[src/sdram_pkg.sv]
/* SDRAM word, line and address types, payload types for the ROM slots,
   fetch slot count and slot indices */
package sdram_pkg;

    localparam int SDRAM_AW = 22;   // Word address bits
    localparam int SDRAM_DW = 16;   // One SDRAM word
    localparam int LINE_W   = 2 * SDRAM_DW; // A read returns two words

    // Word address into the SDRAM
    typedef logic [SDRAM_AW-1:0] sdram_addr_t;

    // Even word in the low half, odd word in the high half
    typedef logic [LINE_W-1:0] sdram_line_t;

    // Client payloads
    typedef logic [7:0]          byte_t;
    typedef logic [SDRAM_DW-1:0] half_t;

    localparam int SLOT_COUNT = 3;
    localparam int SLOT_IDX_W = $clog2(SLOT_COUNT);

    // Lower index wins arbitration
    localparam int SLOT_MAIN = 0;
    localparam int SLOT_SND  = 1;
    localparam int SLOT_OBJ  = 2;

endpackage

[src/rom_map_pkg.sv]
/* ROM download memory map, SDRAM base of each fetch slot
   and client address widths */
package rom_map_pkg;

    // Byte offsets inside the download stream
    localparam logic [21:0] MAIN_LOAD = 22'h00000;
    localparam logic [21:0] SND_LOAD  = 22'h20000;
    localparam logic [21:0] OBJ_LOAD  = 22'h30000;
    localparam logic [21:0] PROM_LOAD = 22'h50000;  // Goes to on-chip PROM, not SDRAM

    // Object ROM is moved here in SDRAM (word address)
    localparam logic [21:0] OBJ_SDRAM = 22'h40000;

    // Word base seen by each slot
    localparam logic [21:0] MAIN_OFFSET = MAIN_LOAD >> 1;
    localparam logic [21:0] SND_OFFSET  = SND_LOAD >> 1;
    localparam logic [21:0] OBJ_OFFSET  = OBJ_SDRAM;

    localparam int MAIN_AW = 17;    // Byte address
    localparam int SND_AW  = 15;    // Byte address
    localparam int OBJ_AW  = 16;    // Word address
    localparam int PROM_AW = 8;

endpackage

[src/rom_download.sv]
/* ROM download mapper: byte stream to masked SDRAM writes,
   PROM region to single-cycle on-chip writes */
module rom_download (
    input  logic                              clk,
    input  logic                              rst_n,
    input  logic                              downloading,
    input  logic [sdram_pkg::SDRAM_AW-1:0]    ioctl_addr,
    input  sdram_pkg::byte_t                  ioctl_data,
    input  logic                              ioctl_wr,
    input  logic                              sdram_ack,
    output sdram_pkg::sdram_addr_t            prog_addr,
    output sdram_pkg::byte_t                  prog_data,
    output logic [1:0]                        prog_mask,
    output logic                              prog_we,
    output logic [rom_map_pkg::PROM_AW-1:0]   prom_addr,
    output sdram_pkg::byte_t                  prom_data,
    output logic                              prom_we
);
    import sdram_pkg::*;
    import rom_map_pkg::*;

    logic        wr_en;
    logic        in_prom;
    logic        in_obj;
    sdram_addr_t obj_rel;
    sdram_addr_t prom_rel;
    sdram_addr_t word_addr;

    assign wr_en   = downloading && ioctl_wr;
    assign in_prom = ioctl_addr >= PROM_LOAD;
    assign in_obj  = (ioctl_addr >= OBJ_LOAD) && !in_prom;

    assign obj_rel  = ioctl_addr - OBJ_LOAD;
    assign prom_rel = ioctl_addr - PROM_LOAD;

    // Object bytes are relocated, everything else maps one to one
    assign word_addr = in_obj ? OBJ_SDRAM + (obj_rel >> 1) : ioctl_addr >> 1;

    always_ff @(posedge clk) begin
        if (!rst_n) begin
            prog_we <= 1'b0;
            prom_we <= 1'b0;
        end else begin
            prom_we <= wr_en && in_prom;    // Single cycle
            if (wr_en && !in_prom) begin
                prog_we <= 1'b1;
            end else if (sdram_ack) begin
                prog_we <= 1'b0;            // Released after the controller takes it
            end
        end
    end

    always_ff @(posedge clk) begin
        if (wr_en && !in_prom) begin
            prog_addr <= word_addr;
            prog_data <= ioctl_data;
            // Mask bit set = byte lane not written
            prog_mask <= ioctl_addr[0] ? 2'b01 : 2'b10;
        end
        if (wr_en && in_prom) begin
            prom_addr <= prom_rel[PROM_AW-1:0];
            prom_data <= ioctl_data;
        end
    end

endmodule

[src/rom_slot.sv]
/* One ROM fetch client: single-line cache with tag, payload select
   and refill request toward the arbiter */
module rom_slot #(
    parameter type                    data_t = sdram_pkg::byte_t,
    parameter int                     AW     = 17,
    parameter sdram_pkg::sdram_addr_t OFFSET = '0
) (
    input  logic                    clk,
    input  logic                    rst_n,
    input  logic                    cs,
    input  logic [AW-1:0]           addr,
    output data_t                   data,
    output logic                    ok,
    output logic                    req,
    output sdram_pkg::sdram_addr_t  req_addr,
    input  logic                    fill,
    input  sdram_pkg::sdram_line_t  fill_data
);
    import sdram_pkg::*;

    localparam int DW    = $bits(data_t);
    localparam int SHIFT = (DW == 8) ? 1 : 0;   // Byte clients address bytes
    localparam int SEL_W = (DW == 8) ? 2 : 1;   // Items per line: 4 bytes or 2 words

    sdram_addr_t         word_addr;
    logic [SDRAM_AW-2:0] line_tag;
    logic                line_valid;
    sdram_line_t         line_data;
    logic [SEL_W-1:0]    sel;
    logic                hit;
    logic                miss;

    assign word_addr = OFFSET + (sdram_addr_t'(addr) >> SHIFT);

    // Item position inside the 32-bit line, little-endian
    if (DW == 8) begin : g_byte
        assign sel = {word_addr[0], addr[0]};
    end else begin : g_half
        assign sel = word_addr[0];
    end

    assign hit  = line_valid && (line_tag == word_addr[SDRAM_AW-1:1]);
    assign miss = cs && !hit && !req;

    assign ok   = cs && hit;
    assign data = line_data[sel*DW +: DW];

    always_ff @(posedge clk) begin
        if (!rst_n) begin
            req        <= 1'b0;
            line_valid <= 1'b0;
        end else if (fill) begin
            req        <= 1'b0;
            line_valid <= 1'b1;
        end else if (miss) begin
            req <= 1'b1;    // Held until the arbiter fills us
        end
    end

    always_ff @(posedge clk) begin
        if (miss) begin
            req_addr <= {word_addr[SDRAM_AW-1:1], 1'b0};   // Even word starts the line
        end
        if (fill) begin
            line_data <= fill_data;
            // Tag follows the requested line, not the current address
            line_tag  <= req_addr[SDRAM_AW-1:1];
        end
    end

endmodule

[src/rom_arbiter.sv]
/* Fixed-priority arbiter for slot refills, one SDRAM read in flight,
   returned line routed to the granted slot */
module rom_arbiter (
    input  logic                                    clk,
    input  logic                                    rst_n,
    input  logic                                    downloading,
    input  logic [sdram_pkg::SLOT_COUNT-1:0]        slot_req,
    input  sdram_pkg::sdram_addr_t                  slot_addr [sdram_pkg::SLOT_COUNT],
    output logic [sdram_pkg::SLOT_COUNT-1:0]        slot_fill,
    output sdram_pkg::sdram_line_t                  fill_data,
    output logic                                    sdram_req,
    output sdram_pkg::sdram_addr_t                  sdram_addr,
    input  logic                                    sdram_ack,
    input  logic                                    data_rdy,
    input  sdram_pkg::sdram_line_t                  data_read
);
    import sdram_pkg::*;

    typedef enum logic [1:0] {
        ST_IDLE,
        ST_REQ,     // sdram_req up, waiting for ack
        ST_WAIT     // Ack seen, waiting for data_rdy
    } state_t;

    state_t                state;
    logic [SLOT_COUNT-1:0] pending;
    logic [SLOT_IDX_W-1:0] pick;
    logic [SLOT_IDX_W-1:0] grant;
    logic                  pick_valid;
    logic                  grant_now;

    // A slot being filled this cycle still shows its request
    assign pending = slot_req & ~slot_fill;

    always_comb begin
        pick       = '0;
        pick_valid = 1'b0;
        for (int i = SLOT_COUNT - 1; i >= 0; i--) begin
            if (pending[i]) begin
                pick       = SLOT_IDX_W'(i);    // Lowest index ends up here
                pick_valid = 1'b1;
            end
        end
    end

    // No reads while the download owns the SDRAM
    assign grant_now = (state == ST_IDLE) && pick_valid && !downloading;

    always_ff @(posedge clk) begin
        if (!rst_n) begin
            state     <= ST_IDLE;
            sdram_req <= 1'b0;
            slot_fill <= '0;
            grant     <= '0;
        end else begin
            slot_fill <= '0;
            case (state)
                ST_IDLE: begin
                    if (grant_now) begin
                        grant     <= pick;
                        sdram_req <= 1'b1;
                        state     <= ST_REQ;
                    end
                end
                ST_REQ: begin
                    if (sdram_ack) begin
                        sdram_req <= 1'b0;
                        state     <= ST_WAIT;
                    end
                end
                ST_WAIT: begin
                    if (data_rdy) begin
                        slot_fill[grant] <= 1'b1;
                        state            <= ST_IDLE;
                    end
                end
                default: state <= ST_IDLE;
            endcase
        end
    end

    always_ff @(posedge clk) begin
        if (grant_now) begin
            sdram_addr <= slot_addr[pick];
        end
        if (state == ST_WAIT && data_rdy) begin
            fill_data <= data_read;
        end
    end

endmodule

[src/rom_system.sv]
/* ROM path top level: download mapper, refill arbiter
   and the main, sound and object fetch slots */
module rom_system (
    input  logic                                clk,
    input  logic                                rst_n,
    // Download
    input  logic                                downloading,
    input  logic [sdram_pkg::SDRAM_AW-1:0]      ioctl_addr,
    input  sdram_pkg::byte_t                    ioctl_data,
    input  logic                                ioctl_wr,
    output sdram_pkg::sdram_addr_t              prog_addr,
    output sdram_pkg::byte_t                    prog_data,
    output logic [1:0]                          prog_mask,
    output logic                                prog_we,
    output logic                                prom_we,
    output logic [rom_map_pkg::PROM_AW-1:0]     prom_addr,
    output sdram_pkg::byte_t                    prom_data,
    // SDRAM read port
    output logic                                sdram_req,
    output sdram_pkg::sdram_addr_t              sdram_addr,
    input  logic                                sdram_ack,
    input  logic                                data_rdy,
    input  sdram_pkg::sdram_line_t              data_read,
    // Main CPU
    input  logic                                main_cs,
    input  logic [rom_map_pkg::MAIN_AW-1:0]     main_addr,
    output sdram_pkg::byte_t                    main_data,
    output logic                                main_ok,
    // Sound CPU
    input  logic                                snd_cs,
    input  logic [rom_map_pkg::SND_AW-1:0]      snd_addr,
    output sdram_pkg::byte_t                    snd_data,
    output logic                                snd_ok,
    // Objects
    input  logic                                obj_cs,
    input  logic [rom_map_pkg::OBJ_AW-1:0]      obj_addr,
    output sdram_pkg::half_t                    obj_data,
    output logic                                obj_ok
);
    import sdram_pkg::*;
    import rom_map_pkg::*;

    logic [SLOT_COUNT-1:0] slot_req;
    logic [SLOT_COUNT-1:0] slot_fill;
    sdram_addr_t           slot_addr [SLOT_COUNT];
    sdram_line_t           fill_data;

    rom_download u_download (
        .clk         ( clk          ),
        .rst_n       ( rst_n        ),
        .downloading ( downloading  ),
        .ioctl_addr  ( ioctl_addr   ),
        .ioctl_data  ( ioctl_data   ),
        .ioctl_wr    ( ioctl_wr     ),
        .sdram_ack   ( sdram_ack    ),
        .prog_addr   ( prog_addr    ),
        .prog_data   ( prog_data    ),
        .prog_mask   ( prog_mask    ),
        .prog_we     ( prog_we      ),
        .prom_addr   ( prom_addr    ),
        .prom_data   ( prom_data    ),
        .prom_we     ( prom_we      )
    );

    rom_arbiter u_arbiter (
        .clk         ( clk          ),
        .rst_n       ( rst_n        ),
        .downloading ( downloading  ),
        .slot_req    ( slot_req     ),
        .slot_addr   ( slot_addr    ),
        .slot_fill   ( slot_fill    ),
        .fill_data   ( fill_data    ),
        .sdram_req   ( sdram_req    ),
        .sdram_addr  ( sdram_addr   ),
        .sdram_ack   ( sdram_ack    ),
        .data_rdy    ( data_rdy     ),
        .data_read   ( data_read    )
    );

    rom_slot #(
        .data_t ( byte_t       ),
        .AW     ( MAIN_AW      ),
        .OFFSET ( MAIN_OFFSET  )
    ) u_main_slot (
        .clk       ( clk                  ),
        .rst_n     ( rst_n                ),
        .cs        ( main_cs              ),
        .addr      ( main_addr            ),
        .data      ( main_data            ),
        .ok        ( main_ok              ),
        .req       ( slot_req[SLOT_MAIN]  ),
        .req_addr  ( slot_addr[SLOT_MAIN] ),
        .fill      ( slot_fill[SLOT_MAIN] ),
        .fill_data ( fill_data            )
    );

    rom_slot #(
        .data_t ( byte_t       ),
        .AW     ( SND_AW       ),
        .OFFSET ( SND_OFFSET   )
    ) u_snd_slot (
        .clk       ( clk                  ),
        .rst_n     ( rst_n                ),
        .cs        ( snd_cs               ),
        .addr      ( snd_addr             ),
        .data      ( snd_data             ),
        .ok        ( snd_ok               ),
        .req       ( slot_req[SLOT_SND]   ),
        .req_addr  ( slot_addr[SLOT_SND]  ),
        .fill      ( slot_fill[SLOT_SND]  ),
        .fill_data ( fill_data            )
    );

    // Object ROM is addressed in words
    rom_slot #(
        .data_t ( half_t       ),
        .AW     ( OBJ_AW       ),
        .OFFSET ( OBJ_OFFSET   )
    ) u_obj_slot (
        .clk       ( clk                  ),
        .rst_n     ( rst_n                ),
        .cs        ( obj_cs               ),
        .addr      ( obj_addr             ),
        .data      ( obj_data             ),
        .ok        ( obj_ok               ),
        .req       ( slot_req[SLOT_OBJ]   ),
        .req_addr  ( slot_addr[SLOT_OBJ]  ),
        .fill      ( slot_fill[SLOT_OBJ]  ),
        .fill_data ( fill_data            )
    );

endmodule

[config.mk]
export PLATFORM = sky130hd
export DESIGN_NAME = rom_system
export DESIGN_NICKNAME = d
export VERILOG_FILES = /design/src/sdram_pkg.sv /design/src/rom_map_pkg.sv /design/src/rom_download.sv /design/src/rom_slot.sv /design/src/rom_arbiter.sv /design/src/rom_system.sv
export SDC_FILE = /design/constraint.sdc
export NUM_CORES = 1
export LEC_CHECK = 0
export BUFFER_PORTS_ARGS = -buffer_cell sky130_fd_sc_hd__buf_4
export CAP_MARGIN = 10
export CORE_ASPECT_RATIO = 0.9
export CORE_MARGIN = 3
export CORE_UTILIZATION = 59
export DETAILED_ROUTE_END_ITERATION = 8
export PLACE_DENSITY = 0.94
export SLEW_MARGIN = 30
export SYNTH_ARGS = -nofsm -noshare
export SYNTH_HDL_FRONTEND = slang
export SYNTH_HIERARCHICAL = 1
export SYNTH_SLANG_ARGS = --single-unit
[constraint.sdc]
create_clock -name clk -period 7.25 [get_ports clk]
set_input_delay 0.3625 -clock clk [delete_from_list [all_inputs] [get_ports clk]]
set_output_delay 0.3625 -clock clk [all_outputs]
set_load 0.02 [all_outputs]
Word level (Yosys, flattened, before mapping):

Cells that the tools add are included.
Widths: inputs -> output; s select.

* register bits after elaboration: 328
* bits of input ports: 119
* output and inout port bits: 108
* word-level logic and storage cells: 113

* add/subtract/negate cells: 5
* magnitude comparators: 5
* eq/ne operators: 8
* shift-type cells: 3
* mux-type cells: 21
* bitwise gates (word level): 4
* reductions and logical operators: 38

Operators with widths (count)
* $shiftx 32x6->8: 2
* $bmux 22 s2: 1
* $mux 22: 2
* $eq 21x21->1: 2
* $shiftx 32x6->16: 1
* $add 19x21->22 const A: 1
* $ge 22x18->1 const B: 1
* $ge 22x19->1 const B: 1
* $sub 22x18->22 const B: 1
* $mux 21: 1
* $add 19x16->20 const A: 1
* $logic_and 1x1->1: 20
* $add 17x14->18 const A: 1
* $eq 15x15->1: 1
* $mux 2: 7
* $reduce_and 3->1: 3
* $logic_not 1->1: 8
* $sub 8x1->8 const B: 1
* $mux 1: 7
* $pmux 2 s3: 1
* $reduce_or 2->1: 3
* $ne 2x2->1 const B: 2
* $reduce_bool 2->1: 2
* $and 3x3->3: 1
* 13 further kinds: 13

Depth between registers and ports, before layout:

* word-level depth: 9
* mapped depth: 7
* mapped depth without buffers: 7

Cells and area by module:

Netlist, hierarchy kept.

Modules (own cells, without submodules)
* rom_arbiter: instances 1, cells each 196, area an instance 2577.5 sq um, sequential area each 1781.7 sq um
* rom_slot at u_obj_slot: instances 1, cells each 119, area an instance 2364.8 sq um, sequential area each 1901.8 sq um
* rom_slot at u_main_slot: instances 1, cells each 109, area an instance 2356.0 sq um, sequential area each 1901.8 sq um
* rom_slot at u_snd_slot: instances 1, cells each 106, area an instance 2237.1 sq um, sequential area each 1781.7 sq um
* rom_download: instances 1, cells each 93, area an instance 1853.0 sq um, sequential area each 1481.4 sq um

Least setup slack after synthesis:

Ideal clock, no wire load.

* kind: register -> register
* start point: register u_arbiter/slot_fill[2] (netlist bit)
* end point: register u_arbiter.sdram_req
* library setup time: 0.116 ns
* arrival: 2.471 ns
* required time: 7.134 ns
* path slack: 4.663 ns
* stages on the path, launching flop included: 5
* buffers on the path: 1
* clock period less this slack: 2.587 ns
* cells stage by stage: dfxtp_1 > nand2b_4 > buf_6 > a31oi_2 > o21a_1

* longest elaborated chain between the ends: 9

RTL lines
* start: declaration: line rom_arbiter.sv:9 `output logic [sdram_pkg::SLOT_COUNT-1:0] slot_fill,`
* start signal: assignment: line rom_arbiter.sv:53 `slot_fill <= '0;`
* start signal: assignment: line rom_arbiter.sv:56 `slot_fill <= '0;`
* start signal: indexed assignment: line rom_arbiter.sv:73 `slot_fill[grant] <= 1'b1;`
* $not 3->3: line rom_arbiter.sv:33 `assign pending = slot_req & ~slot_fill;`
* $and 3x3->3: line rom_arbiter.sv:33
* $mux 1 (3 in series): line rom_arbiter.sv:39 `if (pending[i]) begin`
* $logic_and 1x1->1 (2 in series): line rom_arbiter.sv:47 `assign grant_now = (state == ST_IDLE) && pick_valid && !downloading;`
* net u_arbiter.grant_now: line rom_arbiter.sv:30 `logic grant_now;`
* $ne 2x1->1 (no source line)
* $reduce_and 3->1 (no source line)
* end signal: assignment: line rom_arbiter.sv:52 `sdram_req <= 1'b0;`
* end signal: assignment: line rom_arbiter.sv:61 `sdram_req <= 1'b1;`
* end signal: assignment: line rom_arbiter.sv:67 `sdram_req <= 1'b0;`
* end: declaration: line rom_arbiter.sv:11 `output logic sdram_req,`

The timed path passes the listed nets, and every way through them passes these cells.
A chain may end at the register's enable or synchronous reset.

Worst setup path after layout:

* start point: register u_main_slot.line_tag[2]
* end point: output main_ok

* longest elaborated chain between the ends: 3

RTL lines
* start: declaration: line rom_slot.sv:26 `logic [SDRAM_AW-2:0] line_tag;`
* start signal: assignment: line rom_slot.sv:67 `line_tag <= req_addr[SDRAM_AW-1:1];`
* $eq 15x15->1: line rom_slot.sv:42 `assign hit = line_valid && (line_tag == word_addr[SDRAM_AW-1:1]);`
* $logic_and 1x1->1: line rom_slot.sv:42
* $logic_and 1x1->1: line rom_slot.sv:45 `assign ok = cs && hit;`
* end: declaration: line rom_system.sv:28 `output logic main_ok,`

Every way passes these cells.

==> run metrics <==
Port Buffers=between 200 and 250; first-pass GRT wire length=about 40 mm; initial antenna violation count=0; Sink Count=300; pin count of the biggest net entering global routing=roughly 50; Worst Setup End Kind=output pin; DP Worst Slack=about 4.4 ns; DR iter-0 viols=between 500 and 600; worst setup margin=around 4.7 ns; total track usage=25.13%; cts hold-fix bufs=21; CTS Buffer Depth=3; Hold WC Path Type=in -> reg; commonest non-fill, non-tap cells in the layout=284 x edfxtp_1, 234 x buf_4, 44 x xnor2_1, 29 x clkbuf_16, 25 x nor4_1; Final HPWL DP=17.79 mm; clk slew on worst S/H paths=0.07 ns; Max Clock Freq=~390 MHz; Mapped Area=about 11,000 µm²; cells after synthesis=~620; CTS tree=yes; Power Density=261.9 nW/µm²; Nets=about 1,000; Antenna Cells=0; Starting Density=between 60 and 70%; CP Launch Type=flip-flop; final WL=roughly 27 mm; top cells by area, synth=edfxtp_1 75%, xnor2_1 3.4%, mux4_2 3.2%; vias in the first global route=between 6,000 and 7,000; Chip Width=between 150 and 200 µm; DRC Markers=0; Core Area=around 19,000 µm²; wire length per cell=about 24 µm; commonest non-fill, non-tap cell in the layout=edfxtp_1; share of flip-flops with an asynchronous set or reset=0%; worst vdd ir=0.2700 mV; cts repair resizes=0; top-area cell type share of the netlist area=around three quarters; #FFs+latches synth=300; Max Cap Viol=0; CP max FO=3; syn_area_per_cell=~18 µm²; share of cells above drive strength 1=37.18%; crit path DAT=approximately 2.2 ns; grt total ovfl=0; die area=between 20,000 and 25,000 µm²; htree depth=1; Final setup viols=0; Post-synth EDFFs=approximately 280; min cycle time layout=2.595 ns; Relative slew margins=between 30% and 40%; post-route antenna net violation count=0; Pleak=between 5 and 6 nW; Yosys cell types=56; Detailed Routing Iterations Pass 1=6; post-synthesis cell type with the largest combined area=edfxtp_1; CP max-delay cell=nor4_2; prevailing post-synth register cell=edfxtp_1; area grow syn2layout=26.58%; actual slew at the worst max-slew pin=approximately 0.92 ns; die height=approximately 140 µm; final hold viol count=0; cells along the critical path=xnor2_1, nand4_1, nor4_2, and2_1, buf_4; std cell rows=47; Critical Path RT=6.89 ns; Setup Fix Bufs, Post-CTS=0; post-DR vias/cell=approximately 5.8; critical path type=reg -> out; sequential area share after synthesis=77.70%; CTS root buf=clkbuf_16; run status=finished clean; synth warn=6; Final Slew Violations=0; Final Skew=0.01183 ns; RSZ-0062 raised after global routing=no; fin crit share=between 30% and 40%; DP Area=13,240 µm²; Largest stage delay, worst path=between 0.5 and 0.6 ns; # IOs=between 200 and 250; CTS Buf Count=29; final instance area=14,420 µm²; clock insertion delay at the later pin of the skew report=~0.53 ns; Routability Congestion=just over 0.9; routed vias=~6,700; sum of negative setup slack=0 ns
[sequential cells by signal, indices dropped and copies added (netlist names), 3 cells and up]
register               cells
u_arbiter/slot_fill        3
u_download/prog_addr      22
u_obj_slot/line_tag       15
u_arbiter/fill_data       32
u_snd_slot/line_tag       13
u_arbiter/sdram_addr      22
u_snd_slot/line_data      32
u_main_slot/req_addr      15
u_download/prom_data       8
u_main_slot/line_tag      15
u_main_slot/line_data     32
u_download/prom_addr       8
u_obj_slot/line_data      32
u_download/prog_data       8
u_obj_slot/req_addr       15
u_snd_slot/req_addr       13
[layer usage]
metal / GRT usage [%] / part of all wire, % / routed length [µm]
met1: 32.36 / 37 / 9931
met5: 0 / 0 / 0
met2: 42.30 / 49 / 13270
met3: 6.910 / 10 / 2805
met4: 8.412 / 3.5 / 932
[Yosys cell counts, types with 11 or more instances]
master	n
mux2_2	16
dfxtp_1	16
edfxtp_1	284
mux4_2	16
nand3_1	23
a31oi_1	22
nor4_1	25
clkbuf_1	14
o21ai_0	23
xnor2_1	44
nand4_1	11
buf_4	23
[final timing paths]
kind	endpoint	depth (start not counted)	from	slack, ns
worst max register to register	u_arbiter/sdram_addr[17]$_DFFE_PP_	3	u_arbiter/slot_fill[1]$_SDFF_PN0_	4.67
worst min-delay path	u_arbiter/fill_data[6]$_DFFE_PP_	1	data_read[6]	0.01
worst max-delay path	main_ok	5	u_main_slot/line_tag[2]$_DFFE_PP_	4.65
worst min register to register	u_obj_slot/line_tag[14]$_DFFE_PP_	0	u_obj_slot/req_addr[15]$_DFFE_PP_	0.47
[worst max-delay path: cells and delay by family (launching register included)]
| kind | cells | cell delay (ns) |
|---|---|---|
| simple gates | 3 | 0.92 |
| flops | 1 | 0.43 |
| xor+xnor | 1 | 0.21 |
| buf+inv | 1 | 0.14 |
[per-stage QoR]
stage / hold WS, ns / std cells / power, mW / utilization, %
2_1_floorplan: 0.4195 / 641 / 2.146 / -
3_3_place_gp: 0.4382 / 1072 / 2.273 / 70.96
3_5_place_dp: 0.4437 / 1072 / 2.285 / 71.00
4_1_cts: 0.00008216 / 1146 / 3.790 / 77.31
5_1_grt: 0.003132 / 1146 / 3.885 / 77.33
6_report: 0.01402 / 1146 / 3.776 / 77.33
[final cells by class]
cell class	count	area [µm²]
sequential	300	8855
fill	1023	4227
multi-input combinational	287	2298
timing repair buffer	255	1967
clock buffer	36	782.0
tap	245	306.5
clock inverter	17	183.9
inverter	6	22.52
[power by group]
group          internal, mW  switching, mW  total (mW)
Sequential             1.94         0.0286        1.97
Clock                 0.904          0.607        1.51
Combinational         0.131          0.162       0.293
Total                  2.98          0.797        3.78
[logic make-up (layout without fill, tap and decap cells)]
kind of cell | count (synthesis) | in the layout | synth area share, %
AOI/OAI and AO/OA | 70 | 70 | 4.197
adders and majority gates | 4 | 4 | 0.4395
xor gates and xnor gates | 46 | 46 | 3.538
DFF | 300 | 300 | 77.70
and+or+nand+nor | 109 | 109 | 6.109
muxes | 34 | 34 | 4.966
buffers and inverters | 54 | 314 | 2.856
other | 6 | 24 | 0.1977
(Power assumes the default switching activity.)
